## src/logic/rob_pkg.sv

```systemverilog
// reorder buffer definitions
package rob_pkg;

	localparam int rob_depth = 16; // entries per thread
	localparam int rob_idx_width = $clog2(rob_depth);
	localparam int arf_width = 5;
	localparam int prf_width = 6; // 64-entry prf
	localparam int pc_width = 64;

	typedef logic [rob_idx_width-1:0] rob_idx_t;

	// tag as handed to the reservation stations
	typedef struct packed {
		logic is_thread2; // 0 selects thread 1
		rob_idx_t idx;
	} rob_tag_t;

	typedef struct packed {
		logic [pc_width-1:0] pc;
		logic [arf_width-1:0] arn_dest;
		logic [prf_width-1:0] prn_dest;
		logic is_branch;
	} dispatch_inst_t;

	// completion as it leaves a functional unit
	typedef struct packed {
		logic valid;
		rob_tag_t tag;
		logic mispredict;
		logic [pc_width-1:0] target_pc;
	} complete_t;

	// same completion after the thread bit has been decoded
	typedef struct packed {
		logic valid;
		rob_idx_t idx;
		logic mispredict;
		logic [pc_width-1:0] target_pc;
	} thread_complete_t;

	typedef struct packed {
		logic ready; // occupied and done
		logic [pc_width-1:0] pc;
		logic [pc_width-1:0] target_pc;
		logic is_branch;
		logic mispredict;
		logic [arf_width-1:0] arn_dest;
		logic [prf_width-1:0] prn_dest;
	} head_view_t;

	typedef struct packed {
		logic valid;
		logic is_thread1;
		logic [pc_width-1:0] pc;
		logic [pc_width-1:0] target_pc;
		logic is_branch;
		logic mispredict;
		logic [arf_width-1:0] arn_dest;
		logic [prf_width-1:0] prn_dest;
	} commit_t;

endpackage

```

## src/logic/rob_tag_router.sv

```systemverilog
// dispatch and completion routing
module rob_tag_router
	import rob_pkg::*;
(
	input logic is_thread1,
	input logic dispatch_load,
	input logic flush_any,
	input rob_idx_t t1_tail,
	input rob_idx_t t2_tail,
	input complete_t [1:0] complete,
	output logic t1_load,
	output logic t2_load,
	output rob_tag_t [1:0] dispatch_tag,
	output thread_complete_t [1:0] t1_complete,
	output thread_complete_t [1:0] t2_complete
);

	rob_idx_t base;

	// a pair arriving during a flush is dropped
	assign t1_load = dispatch_load & is_thread1 & ~flush_any;
	assign t2_load = dispatch_load & ~is_thread1 & ~flush_any;

	assign base = is_thread1 ? t1_tail : t2_tail;
	assign dispatch_tag[0] = '{is_thread2: ~is_thread1, idx: base};
	assign dispatch_tag[1] = '{is_thread2: ~is_thread1, idx: base + 1'b1};

	always_comb
	begin
		for (int i = 0; i < 2; i++)
		begin
			t1_complete[i].valid = complete[i].valid & ~complete[i].tag.is_thread2;
			t2_complete[i].valid = complete[i].valid & complete[i].tag.is_thread2;
			t1_complete[i].idx = complete[i].tag.idx; // thread-local index
			t2_complete[i].idx = complete[i].tag.idx;
			t1_complete[i].mispredict = complete[i].mispredict;
			t2_complete[i].mispredict = complete[i].mispredict;
			t1_complete[i].target_pc = complete[i].target_pc;
			t2_complete[i].target_pc = complete[i].target_pc;
		end
	end

	// both ports naming one entry would make the stored result ambiguous
	always_comb
	begin
		distinct_completions: assert final (!(complete[0].valid && complete[1].valid
			&& complete[0].tag == complete[1].tag))
			else $error("both completion ports carry tag %h", complete[0].tag);
	end

endmodule

```

## config.mk

```make
export PLATFORM = sky130hd
export DESIGN_NAME = rob_tag_router
export DESIGN_NICKNAME = d
export VERILOG_FILES = /design/src/logic/rob_pkg.sv /design/src/logic/rob_tag_router.sv
export SDC_FILE = /design/constraint.sdc
export NUM_CORES = 1
export LEC_CHECK = 0
export BUFFER_PORTS_ARGS = -buffer_cell sky130_fd_sc_hd__buf_2
export CORE_AREA = 2 2 175 177
export DETAILED_ROUTE_END_ITERATION = 10
export DIE_AREA = 0 0 177 179
export GPL_TIMING_DRIVEN = 0
export MAX_ROUTING_LAYER = met4
export PLACE_DENSITY_LB_ADDON = 0.3
export SLEW_MARGIN = 20
export SYNTH_ARGS = -nofsm -noshare
export SYNTH_HDL_FRONTEND = slang
export SYNTH_SLANG_ARGS = --single-unit
```

## constraint.sdc

```tcl
create_clock -name vclk -period 2
set_clock_uncertainty 0.1 [all_clocks]
set_input_delay 0.3 -clock vclk [all_inputs]
set_output_delay 0.3 -clock vclk [all_outputs]
set_load 0.02 [all_outputs]
```

==> out/qor.csv <==
metric,value,unit
vias,2497,
Iter 0 DRT Violations,12,
crit path DAT,1.49,ns
# DRC,0,
via/cell ratio,2.502,
Syn Nets,450,
RSZ-0062 raised after global routing,no,
Post-DP Area,0.004265,mm^2
CP required,1.60,ns
Die Ht,179,um
Finished Core Util,0.1420,
HPWL after DPL,8.454,mm
"commonest non-fill, non-tap cells in the layout","buf_2, buf_4, inv_1",
hold path cells,2,
routability cong.,0.7665,
Final Cell Area,0.004265,mm^2
pin count of the biggest net entering global routing,7,
Slew headroom,0.5795,
hold endpoint,t1_complete[40],
CP startpoint kind,input pin,
wire length per cell,8.842,um
Leak,2.622,nW
multi-input logic area,132.6,um^2
CTS Hold Bufs,0,
Congestion Overflow GR,0,
Sw Ratio,0.5155,
Comb power frac,1.000,
Resize count post-CTS,0,
worst hold path class,input pin to output pin,
Max Freq,528.1,MHz
sequential share of power,0,
count of pins over their slew limit,0,
final worst path period share,0.9469,
worst-margin pin slew,0.6132,ns
# nets final,758,
Starting Density,0.07429,
Max Cap Violations,0,
Post-Syn Area,0.002231,mm^2
final hold violations,0,
layout cell share with drive strength beyond 1,0.9767,
Critical Path Sink Type,output pin,
CLK BUF,0,
global-route wire length before repair,10.45,mm
"most common cell after layout, fill and taps aside",buf_2,
sequential fraction of the synthesis area,0,
synth unique cells,13,
GRT Util Overall,0.04317,
top cell type's share of synthesized area,0.9321,
number of core rows,64,
P per Cell Area,276.8,mW/mm^2
Mapped Cells,296,
Die X-Extent,177,um
Area Growth Syn to Fin,91.19,%
launch point of the worst path,is_thread1,
die area,0.03168,mm^2
hold_sp,complete[40],
worst setup path class,input pin to output pin,
Tmin final,1.894,ns
Area contributors post-synth,"buf_4, mux2i_1, inv_1, nor3b_1, mux2i_2",
Final setup viols,0,
Fin Setup TNS,0,ns
antenna violations before repair,0,
Clk network pwr share,0,
Worst Path Max Fanout,6,
Pint,572.0,uW
post-synth top area cell,buf_4,
# Post-CTS Setup Buffers,0,
Avg Inst Size Synth,7.537,um^2
sequential cell count,0,
antenna cell count,0,
router iterations before antenna repair,4,
core area,0.03003,mm^2
status,"complete, no violations",
Psw,608.6,uW
FF+latch area,0,um^2
Final ANT Viol Nets,0,
vias in the first global route,2048,
final WL,8.824,mm
# IOs,445,
yosys warns,0,
maximum VDD drop,0.06159,mV
IO buf count,306,
filler cell count,3463,
power by group through the flow:
stage	sequential, mW	combinational (mW)	clock [mW]
final	0	1.18	0
after detailed placement	0	1.19	0
after global placement	0	1.20	0
after floorplan	0	0.874	0
after CTS	0	1.19	0
after global routing	0	1.25	0
critical path, stage by stage:
cell     delay (ns)
buf_6          0.11
mux2i_2        0.36
inv_1          0.15
ha_1           0.25
xnor2_2        0.13
buf_2          0.18
per-stage QoR:
step	setup WS, ns	instances	total power, mW	hold slack, ns
after floorplan	0.004262	296	0.8741	0.5781
after global placement	0.05070	998	1.197	0.7184
after detailed placement	0.06337	998	1.191	0.7177
after CTS	0.06982	998	1.193	0.7176
after global routing	0.06244	998	1.253	0.7194
final	0.1062	998	1.181	0.7168
worst max path at each step:
stage,to,depth (start not counted)
2_1_floorplan,dispatch_tag[7],5
3_3_place_gp,dispatch_tag[7],6
3_5_place_dp,dispatch_tag[7],6
4_1_cts,dispatch_tag[7],6
5_1_grt,dispatch_tag[7],6
6_report,dispatch_tag[7],6
layer usage:
layer  GRT usage  vias to the layer above  wire length [um]
li1            -                     1227                 -
met1     0.03797                     1026              2491
met2     0.09857                      242              5198
met3    0.003605                        2              1056
met4    0.003788                        0                76
met5           -                        -                 0
synthesized netlist by cell type, drive strengths merged:
cell type	n
nor2b	2
and2	2
inv	4
buf	278
nor3b	2
ha	1
mux2i	3
xnor2	1
nor3	1
xor2	1
mux2	1
cells by family after synthesis:
| group | Yosys count | synth area share |
|---|---|---|
| xor+xnor | 2 | 0.007853 |
| fa+ha+maj | 1 | 0.005608 |
| buf+inv | 282 | 0.9439 |
| mux | 4 | 0.02019 |
| simple gates | 7 | 0.02243 |
area by class of cell:
| type | instances | share of cell area |
|---|---|---|
| plain buffers | 278 | 0.4902 |
| repair buffers | 306 | 0.3590 |
| well taps | 396 | 0.1162 |
| multi-input cells | 14 | 0.03109 |
| inverters | 4 | 0.003520 |
Power figures use the tool's default switching activity.
