--- config.mk ---
export PLATFORM = sky130hd
export DESIGN_NAME = rob_thread_queue
export DESIGN_NICKNAME = d
export VERILOG_FILES = /design/src/logic/rob_pkg.sv /design/src/logic/rob_thread_queue.sv
export SDC_FILE = /design/constraint.sdc
export NUM_CORES = 2
export LEC_CHECK = 0
export CAP_MARGIN = 20
export CORE_MARGIN = 2
export CORE_UTILIZATION = 30
export CTS_BUF_LIST = sky130_fd_sc_hd__clkbuf_4
export DETAILED_ROUTE_END_ITERATION = 8
export DONT_BUFFER_PORTS = 1
export MAX_ROUTING_LAYER = met4
export PLACE_DENSITY = 0.48
export SLEW_MARGIN = 20
export SYNTH_ARGS = -nofsm -noshare
export SYNTH_HDL_FRONTEND = slang
export SYNTH_SLANG_ARGS = --single-unit
export TNS_END_PERCENT = 1
--- constraint.sdc ---
create_clock -name clock -period 21.9 [get_ports clock]
set_clock_uncertainty 0.05 [all_clocks]
set_input_delay 3.285 -clock clock [delete_from_list [all_inputs] [get_ports clock]]
set_output_delay 3.285 -clock clock [all_outputs]
set_load 0.005 [all_outputs]
--- src/logic/rob_pkg.sv ---
// reorder buffer definitions
package rob_pkg;

	localparam int rob_depth = 16; // entries per thread
	localparam int rob_idx_width = $clog2(rob_depth);
	localparam int arf_width = 5;
	localparam int prf_width = 6; // 64-entry prf
	localparam int pc_width = 64;

	typedef logic [rob_idx_width-1:0] rob_idx_t;

	// tag as handed to the reservation stations
	typedef struct packed {
		logic is_thread2; // 0 selects thread 1
		rob_idx_t idx;
	} rob_tag_t;

	typedef struct packed {
		logic [pc_width-1:0] pc;
		logic [arf_width-1:0] arn_dest;
		logic [prf_width-1:0] prn_dest;
		logic is_branch;
	} dispatch_inst_t;

	// completion as it leaves a functional unit
	typedef struct packed {
		logic valid;
		rob_tag_t tag;
		logic mispredict;
		logic [pc_width-1:0] target_pc;
	} complete_t;

	// same completion after the thread bit has been decoded
	typedef struct packed {
		logic valid;
		rob_idx_t idx;
		logic mispredict;
		logic [pc_width-1:0] target_pc;
	} thread_complete_t;

	typedef struct packed {
		logic ready; // occupied and done
		logic [pc_width-1:0] pc;
		logic [pc_width-1:0] target_pc;
		logic is_branch;
		logic mispredict;
		logic [arf_width-1:0] arn_dest;
		logic [prf_width-1:0] prn_dest;
	} head_view_t;

	typedef struct packed {
		logic valid;
		logic is_thread1;
		logic [pc_width-1:0] pc;
		logic [pc_width-1:0] target_pc;
		logic is_branch;
		logic mispredict;
		logic [arf_width-1:0] arn_dest;
		logic [prf_width-1:0] prn_dest;
	} commit_t;

endpackage

--- src/logic/rob_thread_queue.sv ---
// per-thread rob storage
module rob_thread_queue
	import rob_pkg::*;
(
	input logic clock,
	input logic reset,
	input logic load,
	input dispatch_inst_t [1:0] dispatch,
	input thread_complete_t [1:0] complete,
	input logic [1:0] retire_count,
	input logic flush,
	output head_view_t [1:0] head_pair,
	output rob_idx_t tail,
	output logic full
);

	rob_idx_t head;
	rob_idx_t next_head;
	rob_idx_t tail_next; // second slot of a dispatch pair
	rob_idx_t [1:0] view_idx;
	logic [rob_idx_width:0] count; // occupied entries from 0 to rob_depth
	logic [rob_idx_width:0] next_count;

	logic [rob_depth-1:0] occupied;
	logic [rob_depth-1:0] done;
	dispatch_inst_t entries [rob_depth];
	logic mispredict [rob_depth];
	logic [pc_width-1:0] target_pc [rob_depth];

	assign view_idx[0] = head;
	assign view_idx[1] = head + 1'b1; // wraps at the depth
	assign tail_next = tail + 1'b1;
	assign next_head = head + rob_idx_t'(retire_count);

	always_comb
	begin
		next_count = count - {{(rob_idx_width - 1){1'b0}}, retire_count};
		if (load)
			next_count = next_count + 2'd2;
	end

	// a pair needs two free slots, so 15 occupied already counts as full
	assign full = count[rob_idx_width] | (&count[rob_idx_width-1:0]);

	always_comb
	begin
		for (int k = 0; k < 2; k++)
		begin
			head_pair[k].ready = occupied[view_idx[k]] & done[view_idx[k]];
			head_pair[k].pc = entries[view_idx[k]].pc;
			head_pair[k].target_pc = target_pc[view_idx[k]];
			head_pair[k].is_branch = entries[view_idx[k]].is_branch;
			head_pair[k].mispredict = mispredict[view_idx[k]];
			head_pair[k].arn_dest = entries[view_idx[k]].arn_dest;
			head_pair[k].prn_dest = entries[view_idx[k]].prn_dest;
		end
	end

	always_ff @(posedge clock)
	begin
		if (reset)
		begin
			head <= '0;
			tail <= '0;
			count <= '0;
			occupied <= '0;
			done <= '0;
		end
		else
		begin
			for (int i = 0; i < 2; i++)
			begin
				if (complete[i].valid)
					done[complete[i].idx] <= 1'b1;
			end
			if (retire_count != 2'd0)
				occupied[view_idx[0]] <= 1'b0;
			if (retire_count == 2'd2)
				occupied[view_idx[1]] <= 1'b0;
			if (flush)
			begin
				// nothing younger than the branch survives
				occupied <= '0;
				tail <= next_head;
				count <= '0;
			end
			else
			begin
				if (load)
				begin
					occupied[tail] <= 1'b1;
					occupied[tail_next] <= 1'b1;
					done[tail] <= 1'b0; // load wins over a stale completion
					done[tail_next] <= 1'b0;
					tail <= tail + 2'd2;
				end
				count <= next_count;
			end
			head <= next_head;
		end
	end

	// payload and completion results
	always_ff @(posedge clock)
	begin
		for (int i = 0; i < 2; i++)
		begin
			if (complete[i].valid)
			begin
				mispredict[complete[i].idx] <= complete[i].mispredict;
				target_pc[complete[i].idx] <= complete[i].target_pc;
			end
		end
		if (load)
		begin
			entries[tail] <= dispatch[0];
			entries[tail_next] <= dispatch[1];
		end
	end

	no_load_when_full: assert property (@(posedge clock) disable iff (reset) load |-> !full)
		else $error("dispatch pair loaded into a full thread");

	retire_within_ready: assert property (@(posedge clock) disable iff (reset)
		retire_count <= (head_pair[0].ready ? (head_pair[1].ready ? 2'd2 : 2'd1) : 2'd0))
		else $error("retire of an entry that is not ready");

endmodule

==> flow_metrics.env <==
export IMPL_die_y_um=667
export IMPL_cts_htree_levels=6
export IMPL_cp_top_family="buffers and inverters"
export IMPL_worst_setup_path_start_kind="register"
export IMPL_crit_start="head[1]"
export IMPL_wire_per_inst_um=37.1
export IMPL_drt_iter0_markers=7438
export IMPL_gp_congestion=0.785
export IMPL_numPortBuffers=0
export IMPL_core_sq_um=438000
export IMPL_slew_violations=0
export IMPL_synthArstFlopShare_pct=0
export IMPL_antenna_left=0
export IMPL_rsz0062_at_grt="false"
export IMPL_die_area_sq_um=445000
export IMPL_cp_depth=7
export IMPL_routed_wl_um=498000
export IMPL_cts_sinks=2301
export IMPL_root_buffer="clkbuf_4"
export IMPL_viasPerCell=5.81
export IMPL_die_w_um=667
export IMPL_min_path_type="reg -> reg"
export IMPL_ios=587
export IMPL_fin_tns_setup_ns=0
export IMPL_antenna_found_initial=13
export IMPL_cts_buffers=674
export IMPL_maxCapViolCount=0
export IMPL_hold_viol=0
export IMPL_crit_end="head_pair[155]"
export IMPL_finalSetupViolations=0
export IMPL_grt_usage_pct=22.5
export IMPL_hold_buffers=0
export IMPL_yosys_cell_types_count=56
export IMPL_path_cells="inv_1 -> ha_4 -> buf_4 -> buf_4 -> buf_4 -> mux4_2 -> mux4_2"
export IMPL_post_route_cells_drive_above_1_share_pct=60.5
export IMPL_fin_crit_sh_pct=48.6
export IMPL_cts_setup_buffers=0
export IMPL_crit_arrival_ns=7.30
export IMPL_grt_pass1_vias=82273
export IMPL_reg2reg_depth=6
export IMPL_clk_pin_slew_ns=0.07
export IMPL_status="finished, final reports clean"
export IMPL_critPathSlowestCell="buf_4"
export IMPL_p_leak_uw=0.0444
export IMPL_reg2reg_from="tail[0]"
export IMPL_fmax_mhz=94.0
export IMPL_ctsResizeCount=0
export IMPL_tritoncts="done"
export IMPL_grt_max_degree=125
export IMPL_relSlewSlack_pct=24.5
export IMPL_dpl_hpwl_um=268000
export IMPL_worst_setup_path_end_kind="output port"
export IMPL_overflow=0
export IMPL_crit_type="reg -> out"
export IMPL_start_util_pct=30.1
export IMPL_yosys_warnings=0
export IMPL_ys_seq_area_share_pct=52.1
export IMPL_clock_path_buffers=4
export IMPL_syn_area_sq_um=132000
export IMPL_row_count=243
export IMPL_power_density_nw_per_um2=80.1
export IMPL_worstPathRequired_ns=18.57
export IMPL_drt_pass1_iter_count=6
export IMPL_drc=0
export IMPL_syn_inst=7150
export IMPL_reg2reg_to="entries[12][38]"
export IMPL_crit_top_cell="buf_4"
export IMPL_yosys_register_bits=2301
export IMPL_nets=7470
export IMPL_irDropWorstVdd_mv=0.0494
export IMPL_critical_path_buf_inv_count=4
export IMPL_grt_pass1_wl_um=682000
export IMPL_crit_path_max_incr_delay_ns=0.90
export IMPL_rrSetupSlack_ns=17.14
export IMPL_finalHoldWorstSlack_ns=0.472
export IMPL_synth_edf_count=2256
export IMPL_dominantRegCellSynth="edfxtp_1"
export IMPL_syn_avg_cell_area_sq_um=18.4
export IMPL_path_max_fanout=63
export IMPL_period_minus_slack_ns=10.63
export IMPL_insertion_delay_ns=1.63
export IMPL_syn_to_final_growth_pct=10.7
export IMPL_synth_nets=7460
export IMPL_vias=78040
export IMPL_worstMarginPinSlew_ns=1.13
-- metal layers --
metal / GRT usage, % / up-vias / wire length, um
li1: - / 30693 / -
met1: 27.4 / 43120 / 198000
met2: 37.2 / 3374 / 247000
met3: 5.77 / 853 / 39600
met4: 6.18 / 0 / 13700
met5: - / - / 0
-- cell usage in the layout, fill, tap and decap left out, types with 10 or more instances in the layout --
master	n
edfxtp_1	2256
nor2_4	20
nor2_1	32
clkbuf_4	961
buf_4	167
o22ai_1	10
clkinvlp_4	12
clkinv_1	151
mux2_2	1912
mux4_2	1420
dfxtp_1	41
nand2b_1	10
a21oi_1	15
nand3_1	18
mux2_1	344
nand2_1	48
inv_6	23
o221a_2	10
clkinv_2	10
buf_12	22
clkinv_4	14
diode_2	19
-- cell usage after synthesis (4+ instances only) --
cell type | count | area, sq um
xnor2_1 | 7 | 61.3
dfxtp_1 | 45 | 901
nand2b_1 | 13 | 81.3
nor2b_1 | 8 | 50.1
a21oi_1 | 15 | 75.1
inv_1 | 15 | 56.3
xor2_1 | 5 | 43.8
mux2_1 | 344 | 3870
mux4_2 | 1420 | 32000
clkbuf_1 | 439 | 1650
nand3b_1 | 4 | 30.0
o211ai_1 | 8 | 60.1
mux2_2 | 1912 | 21500
buf_4 | 28 | 210
ha_1 | 10 | 125
o221ai_1 | 9 | 78.8
buf_1 | 48 | 180
o21ai_0 | 13 | 65.1
buf_2 | 317 | 1590
or3_1 | 4 | 25.0
o22ai_1 | 19 | 119
buf_6 | 24 | 270
nand2_1 | 52 | 195
nor2_1 | 52 | 195
o221a_2 | 10 | 113
nand3_1 | 21 | 105
edfxtp_1 | 2256 | 67700
nor3_1 | 10 | 50.1
-- worst reg2reg max path, stage by stage (launching register included) --
cell	delay (ns)
dfxtp_1	0.95
nand2_1	0.35
o31a_1	0.36
o22ai_1	0.38
and2_4	0.66
buf_4	0.85
buf_4	0.78
-- area by class of cell --
| type | instances | area, sq um |
|---|---|---|
| multi-input combinational | 3975 | 59700 |
| antenna | 19 | 47.5 |
| timing repair buffer | 190 | 1720 |
| tap | 5757 | 7200 |
| inverter | 18 | 108 |
| clock inverter | 217 | 1250 |
| clock buffer | 961 | 7210 |
| sequential | 2301 | 68700 |
| fill | 41928 | 292000 |
-- stage by stage --
stage	total power, uW	setup WS, ns	util [%]	area [sq um]	instances
floorplan	6880	12.61	-	132000	7150
global placement	7600	12.84	31.4	137000	12238
detailed placement	7630	12.71	31.4	137000	12240
CTS	11900	10.87	33.3	146000	13418
global route	12200	10.63	33.3	146000	13437
finish	11700	11.27	33.3	146000	13438
-- power by group --
part           switching (uW)  internal [uW]
combinational            1250           1120
sequential               92.3           5040
clock                    2070           2120
-- flip-flops by register name (all words and copies together), names as in the netlist --
register / flops
done: 16
occupied: 16
head: 4
tail: 4
target_pc: 1024
entries: 1216
mispredict: 16
count: 5
-- how the worst min path moves through the flow --
stage                       startpoint      endpoint  slack [ns]  cells past startpoint
after floorplan           occupied[10]  occupied[10]        0.42                      2
after global placement     occupied[4]   occupied[4]        0.46                      2
after detailed placement       done[2]       done[2]        0.45                      2
after CTS                  occupied[1]   occupied[1]        0.47                      2
after global routing       occupied[1]   occupied[1]        0.50                      2
final                         done[12]      done[12]        0.47                      2
-- logic make-up (layout without fill, tap and decap cells) --
family	after synthesis	in the layout	share of synthesized area, %
multiplexers	3679	3679	43.6
flip-flops	2301	2301	52.1
buffers and inverters	874	1386	3.01
AND/OR/NAND/NOR	175	175	0.612
AO/OA/AOI/OAI	96	96	0.519
XOR/XNOR	13	13	0.0921
adder cells (fa/ha/maj)	12	12	0.125
other	0	19	0
Note: power is estimated with default switching activity, not from simulation.
