## src/logic/rob_pkg.sv

```systemverilog
// reorder buffer definitions
package rob_pkg;

	localparam int rob_depth = 16; // entries per thread
	localparam int rob_idx_width = $clog2(rob_depth);
	localparam int arf_width = 5;
	localparam int prf_width = 6; // 64-entry prf
	localparam int pc_width = 64;

	typedef logic [rob_idx_width-1:0] rob_idx_t;

	// tag as handed to the reservation stations
	typedef struct packed {
		logic is_thread2; // 0 selects thread 1
		rob_idx_t idx;
	} rob_tag_t;

	typedef struct packed {
		logic [pc_width-1:0] pc;
		logic [arf_width-1:0] arn_dest;
		logic [prf_width-1:0] prn_dest;
		logic is_branch;
	} dispatch_inst_t;

	// completion as it leaves a functional unit
	typedef struct packed {
		logic valid;
		rob_tag_t tag;
		logic mispredict;
		logic [pc_width-1:0] target_pc;
	} complete_t;

	// same completion after the thread bit has been decoded
	typedef struct packed {
		logic valid;
		rob_idx_t idx;
		logic mispredict;
		logic [pc_width-1:0] target_pc;
	} thread_complete_t;

	typedef struct packed {
		logic ready; // occupied and done
		logic [pc_width-1:0] pc;
		logic [pc_width-1:0] target_pc;
		logic is_branch;
		logic mispredict;
		logic [arf_width-1:0] arn_dest;
		logic [prf_width-1:0] prn_dest;
	} head_view_t;

	typedef struct packed {
		logic valid;
		logic is_thread1;
		logic [pc_width-1:0] pc;
		logic [pc_width-1:0] target_pc;
		logic is_branch;
		logic mispredict;
		logic [arf_width-1:0] arn_dest;
		logic [prf_width-1:0] prn_dest;
	} commit_t;

endpackage

```

## src/logic/rob_commit_select.sv

```systemverilog
// two-wide in-order commit selection
module rob_commit_select
	import rob_pkg::*;
(
	input head_view_t [1:0] t1_head_pair,
	input head_view_t [1:0] t2_head_pair,
	output commit_t [1:0] commit,
	output logic [1:0] t1_retire,
	output logic [1:0] t2_retire,
	output logic t1_flush,
	output logic t2_flush,
	output logic flush_any
);

	logic t1_redirect; // thread 1 head is a mispredicted branch
	logic t2_redirect;

	function automatic commit_t to_commit(head_view_t h, logic thread1);
		commit_t c;
		c.valid = 1'b1;
		c.is_thread1 = thread1;
		c.pc = h.pc;
		c.target_pc = h.target_pc;
		c.is_branch = h.is_branch;
		c.mispredict = h.mispredict;
		c.arn_dest = h.arn_dest;
		c.prn_dest = h.prn_dest;
		return c;
	endfunction

	function automatic logic redirects(commit_t c);
		return c.valid & c.is_branch & c.mispredict;
	endfunction

	assign t1_redirect = t1_head_pair[0].is_branch & t1_head_pair[0].mispredict;
	assign t2_redirect = t2_head_pair[0].is_branch & t2_head_pair[0].mispredict;

	// thread 1 has priority for slot 0
	always_comb
	begin
		commit = '0;
		t1_retire = 2'd0;
		t2_retire = 2'd0;
		if (t1_head_pair[0].ready)
		begin
			commit[0] = to_commit(t1_head_pair[0], 1'b1);
			t1_retire = 2'd1;
			if (t1_head_pair[1].ready && !t1_redirect)
			begin
				commit[1] = to_commit(t1_head_pair[1], 1'b1);
				t1_retire = 2'd2;
			end
			else if (t2_head_pair[0].ready)
			begin
				commit[1] = to_commit(t2_head_pair[0], 1'b0);
				t2_retire = 2'd1;
			end
		end
		else if (t2_head_pair[0].ready)
		begin
			commit[0] = to_commit(t2_head_pair[0], 1'b0);
			t2_retire = 2'd1;
			if (t2_head_pair[1].ready && !t2_redirect)
			begin
				commit[1] = to_commit(t2_head_pair[1], 1'b0);
				t2_retire = 2'd2;
			end
		end
	end

	// the mispredicted branch is always the last commit of its thread
	always_comb
	begin
		t1_flush = 1'b0;
		t2_flush = 1'b0;
		for (int s = 0; s < 2; s++)
		begin
			if (redirects(commit[s]) && commit[s].is_thread1)
				t1_flush = 1'b1;
			if (redirects(commit[s]) && !commit[s].is_thread1)
				t2_flush = 1'b1;
		end
	end

	assign flush_any = t1_flush | t2_flush;

endmodule

```

## config.mk

```make
export PLATFORM = sky130hd
export DESIGN_NAME = rob_commit_select
export DESIGN_NICKNAME = d
export VERILOG_FILES = /design/src/logic/rob_pkg.sv /design/src/logic/rob_commit_select.sv
export SDC_FILE = /design/constraint.sdc
export NUM_CORES = 1
export LEC_CHECK = 0
export BUFFER_PORTS_ARGS = -buffer_cell sky130_fd_sc_hd__buf_2
export CORE_AREA = 2 2 337 339
export DETAILED_ROUTE_END_ITERATION = 7
export DIE_AREA = 0 0 339 341
export SLEW_MARGIN = 20
export SYNTH_ARGS = -nofsm -noshare
export SYNTH_HDL_FRONTEND = slang
export SYNTH_SLANG_ARGS = --single-unit
```

## constraint.sdc

```tcl
create_clock -name vclk -period 1.5
set_input_delay 0.3 -clock vclk [all_inputs]
set_output_delay 0.3 -clock vclk [all_outputs]
set_load 0.02 [all_outputs]
```

==> results.yml, run 1 <==
run_status:
  status: "finished with violations"
  violations: "setup timing"
sta:
  slew_viol_final: 0
  final.setup.worst_slack_ns: -0.424
  slew_headroom_pct: 77.7
  whs_ns: 0.894
  tightest_slew_ns: 0.335
  fmax_mhz: 520
  min_period_ns: 1.92
  setup_violations: 291
  hold_viol: 0
  rsz0062_at_grt: "yes"
  post-route-period-util_pct: 128
synth:
  ys_types: 22
  synthSimpleGateAreaFrac_pct: 19.6
  synth_mux_area_share_pct: 25.2
  synth_xor_area_share_pct: 0
  netlist_area_um2: 5600
  synth_compound_area_share_pct: 35.9
  synthCells: 963
  synth_top_family_by_area: "compound AO/OA/AOI/OAI gates"
  avgSynthCellArea_um2: 5.82
  synthAdderAreaFrac_pct: 0
  ys_warn_count: 0
  seq_area_frac_synth_pct: 0
  syn-num-nets: 1531
worst_setup_path:
  critPathBufInv: 5
  cp_max_fo: 9
  crit_type: "in -> out"
  worstPathRequired_ns: 1.20
  crit_chain: "buf_6, a21bo_4, buf_12, buf_12, buf_16, mux2i_1, a22o_1, buf_6"
  arrival_ns: 1.62
  cpLargestDelayFamily: "buffers and inverters"
  end_kind: "output port"
  cp-start-kind: "input pin"
  crit_path_max_incr_delay_ns: 0.23
  cp_slowest_cell: "a21bo_4"
drt:
  drc: 0
  vias: 12600
  wl_per_cell_um: 31.9
  vias_per_cell: 3.56
  antenna_left: 0
  wl_mm: 113
  firstDrtPassIters: 5
  drtIter0Drc: 596
worst_hold_path:
  hold-path-cell-count: 4
  min_from: "t1_head_pair[107]"
  hp-class: "in -> out"
  whs_endpoint: "commit[107]"
cells_and_area:
  ff_latch_area_um2: 0
  drive_above_1_share_pct: 73.1
  final_common_cell: "buf_2"
  nets: 2588
  nClkBuffers: 0
  nFlopsAndLatches: 0
  syn2layout_area_growth_pct: 256
  final_cell_mix: "buf_2, buf_6, inv_1, nand2_1, mux2i_1"
global_route:
  grt.overflow.total: 0
  grt_pass1_wl_mm: 131
  grt_max_degree: 64
  grt_pass1_vias: 11700
  antenna_found_initial: 125
  grt_use_total_pct: 17.4
placed_design:
  portBuffers: 861
  dp_hpwl_mm: 92.1
  place.gp.congestion: 0.886
floorplan:
  initial_core_util_pct: 5.01
  die-width_um: 339
  core_um2: 112000
  die_h_um: 341
  die_area_um2: 116000
  rows: 123
  io_pins: 861
flow_run:
  cap_viol_max_count: 0
power_and_ir_drop:
  max-vdd-ir-drop_mv: 0.170
  total_power_w: 0.00750
  p_per_area_nw_per_um2: 376
  leakagePower_nw: 10.2
clock_tree:
  postCtsHoldBufs: 0
logic make-up after synthesis:
| group | Yosys count |
|---|---|
| multiplexers | 141 |
| AO/OA/AOI/OAI | 292 |
| AND/OR/NAND/NOR | 290 |
| buffers and inverters | 240 |
synthesized netlist by cell type:
master	instances	area share, %
a21bo_1	1	0.18
inv_2	1	0.067
mux2i_1	141	25
and4_1	1	0.16
a311oi_1	1	0.16
a32oi_1	1	0.16
a22o_1	141	22
a32o_1	1	0.18
o21ai_0	142	13
buf_2	34	3.0
buf_4	3	0.40
a21oi_1	2	0.18
clkbuf_1	40	2.7
inv_1	142	9.5
nand2_1	284	19
nor2_1	3	0.20
or3_1	1	0.11
buf_6	17	3.4
nand3_1	1	0.089
a21boi_0	1	0.13
buf_1	3	0.20
a31oi_1	2	0.22
power by group:
group	internal [W]	switching, W	leakage (nW)
Sequential	0	0	0
Clock	0.00000000189	0	0.000133
Combinational	0.00358	0.00392	10.2
per-layer routing:
layer / track usage, % / share of wire (%)
met1: 23.4 / 45
met2: 27.0 / 43
met3: 7.01 / 9.9
met4: 1.39 / 2.2
met5: 0 / 0.17
timing repair:
item | in CTS | in global routing
gates cloned | 36 | 24
setup endpoints to repair | 287 | 291
gates resized for setup | 578 | 566
pin swaps | 34 | 110
buffers inserted | 53 | 32
area by class of cell:
type | count | area, um^2
inverter | 143 | 539
tap | 1500 | 1880
multi-input combinational | 723 | 6970
fill | 12600 | 91900
antenna | 21 | 52.6
timing repair buffer | 1152 | 10500
metrics by stage:
stage	instances	util [%]	setup TNS [ns]	setup WS, ns	instance area [um^2]
2_1_floorplan	963	-	-12.99	-0.115	6080
3_3_place_gp	3382	11.9	-79.05	-0.512	13300
3_5_place_dp	3382	11.9	-81.54	-0.518	13300
4_1_cts	3470	15.2	-74.22	-0.399	17000
5_1_grt	3526	17.8	-87.10	-0.464	19900
6_report	3539	17.8	-76.89	-0.424	20000
how the worst max path moves through the flow:
stage,slack [ns],cells past startpoint,startpoint,to
6_report,-0.42,8,t1_head_pair[283],commit[234]
2_1_floorplan,-0.11,6,t1_head_pair[283],t2_retire[0]
5_1_grt,-0.46,8,t1_head_pair[283],commit[234]
4_1_cts,-0.40,7,t1_head_pair[283],commit[274]
3_5_place_dp,-0.52,7,t2_head_pair[141],commit[243]
3_3_place_gp,-0.51,7,t2_head_pair[141],commit[202]
(Power assumes the default switching activity.)
==> run 2, diff against run 1 <==
Settings changed: RECOVER_POWER set to 50.
==> results.yml, run 2 (synthesis results as in run 1) <==
drt:
  wl_mm: 113
  antenna_left: 0
  wl_per_cell_um: 31.9
  drtIter0Drc: 596
  vias_per_cell: 3.56
  firstDrtPassIters: 5
  vias: 12600
  drc: 0
floorplan:
  core_um2: 112000
  io_pins: 861
  die-width_um: 339
  die_area_um2: 116000
  rows: 123
  initial_core_util_pct: 5.01
  die_h_um: 341
power_and_ir_drop:
  max-vdd-ir-drop_mv: 0.170
  p_per_area_nw_per_um2: 376
  leakagePower_nw: 10.2
worst_setup_path:
  end_kind: "output port"
  crit_path_max_incr_delay_ns: 0.23
  cp-start-kind: "input pin"
  worstPathRequired_ns: 1.20
  crit_chain: "buf_6, a21bo_4, buf_12, buf_12, buf_16, mux2i_1, a22o_1, buf_6"
  crit_start: "t1_head_pair[283]"
  cp_slowest_cell: "a21bo_4"
  crit_type: "in -> out"
  arrival_ns: 1.62
  cp_max_fo: 9
placed_design:
  dp_hpwl_mm: 92.1
  place.gp.congestion: 0.886
  placed_area_um2: 13300
  portBuffers: 861
  dp.cells: 3382
sta:
  final.setup.worst_slack_ns: -0.423
  slew_viol_final: 0
  setup_violations: 291
  rsz0062_at_grt: "yes"
  hold_viol: 0
  min_period_ns: 1.92
  fmax_mhz: 520
  whs_ns: 0.894
  post-route-period-util_pct: 128
  tightest_slew_ns: 0.335
  final.setup.tns_ns: -76.88
  slew_headroom_pct: 77.7
cells_and_area:
  nClkBuffers: 0
  design_area_um2: 20000
  syn2layout_area_growth_pct: 256
  nets: 2588
  final_common_cell: "buf_2"
  fin_cells: 3539
  final_cell_mix: "buf_2, buf_6, inv_1, nand2_1, mux2i_1"
  nFlopsAndLatches: 0
  ff_latch_area_um2: 0
  drive_above_1_share_pct: 73.1
global_route:
  top_usage_layer: "met2"
  grt_use_met1_pct: 23.4
  gr-usage-met2_pct: 27.0
  grt_use_total_pct: 17.4
  antenna_found_initial: 125
  grt.overflow.total: 0
  grt_pass1_vias: 11700
  grt_pass1_wl_mm: 131
  grt_max_degree: 64
  grt_use_met3_pct: 7.01
worst_hold_path:
  min_from: "t1_head_pair[107]"
  hp-class: "in -> out"
  hold-path-cell-count: 4
clock_tree:
  postCtsHoldBufs: 0
flow_run:
  cap_viol_max_count: 0
run_status:
  violations: "setup timing"
  status: "finished with violations"
run 2: changes by cell type in the layout (fill, tap and decap cells not counted), sizes merged:
cell,before,now
buf,1129,1128
clkbuf,21,22
run 2: path summary, 6_finish.rpt:
check | to | slack [ns]
setup / recovery | commit[234] | -0.42
hold / removal | commit[107] | 0.89
run 2: per-stage QoR:
step / utilization (%) / total power (W) / setup slack, ns
after floorplan: - / 0.00229 / -0.115
after global placement: 11.9 / 0.00497 / -0.512
after detailed placement: 11.9 / 0.00501 / -0.518
after CTS: 15.2 / 0.00647 / -0.399
after global routing: 17.8 / 0.00788 / -0.464
final: 17.8 / 0.00750 / -0.423
run 2: critical path, delay by kind of cell:
family,cells,cell delay [ns]
buf+inv,5,0.69
mux,1,0.18
compound gates,2,0.41
run 2: final cells by class:
cell class / instances / area [um^2]
Fill cell: 12600 / 91900
Timing Repair Buffer: 1152 / 10500
Multi-Input combinational cell: 723 / 6970
Tap cell: 1500 / 1880
Inverter: 143 / 539
Antenna cell: 21 / 52.6
run 2: where the power goes:
group	switching [W]	internal, W	leakage, nW
registers	0	0	0
logic	0.00392	0.00358	10.2
clock network	0	0.00000000189	0.000133
total	0.00392	0.00358	10.2
run 2: repair_timing:
| item | 4_1_cts | 5_1_grt |
|---|---|---|
| resized for setup | 578 | 566 |
| buffers inserted | 53 | 32 |
| gates cloned | 36 | 24 |
| endpoints found under the setup margin | 287 | 291 |
| pin swaps | 34 | 110 |
run 2: layer usage:
layer | wire length [um] | up-vias
met5 | 206 | -
met4 | 2480 | 30
met3 | 11100 | 240
met2 | 48500 | 844
met1 | 50600 | 6035
li1 | - | 5460
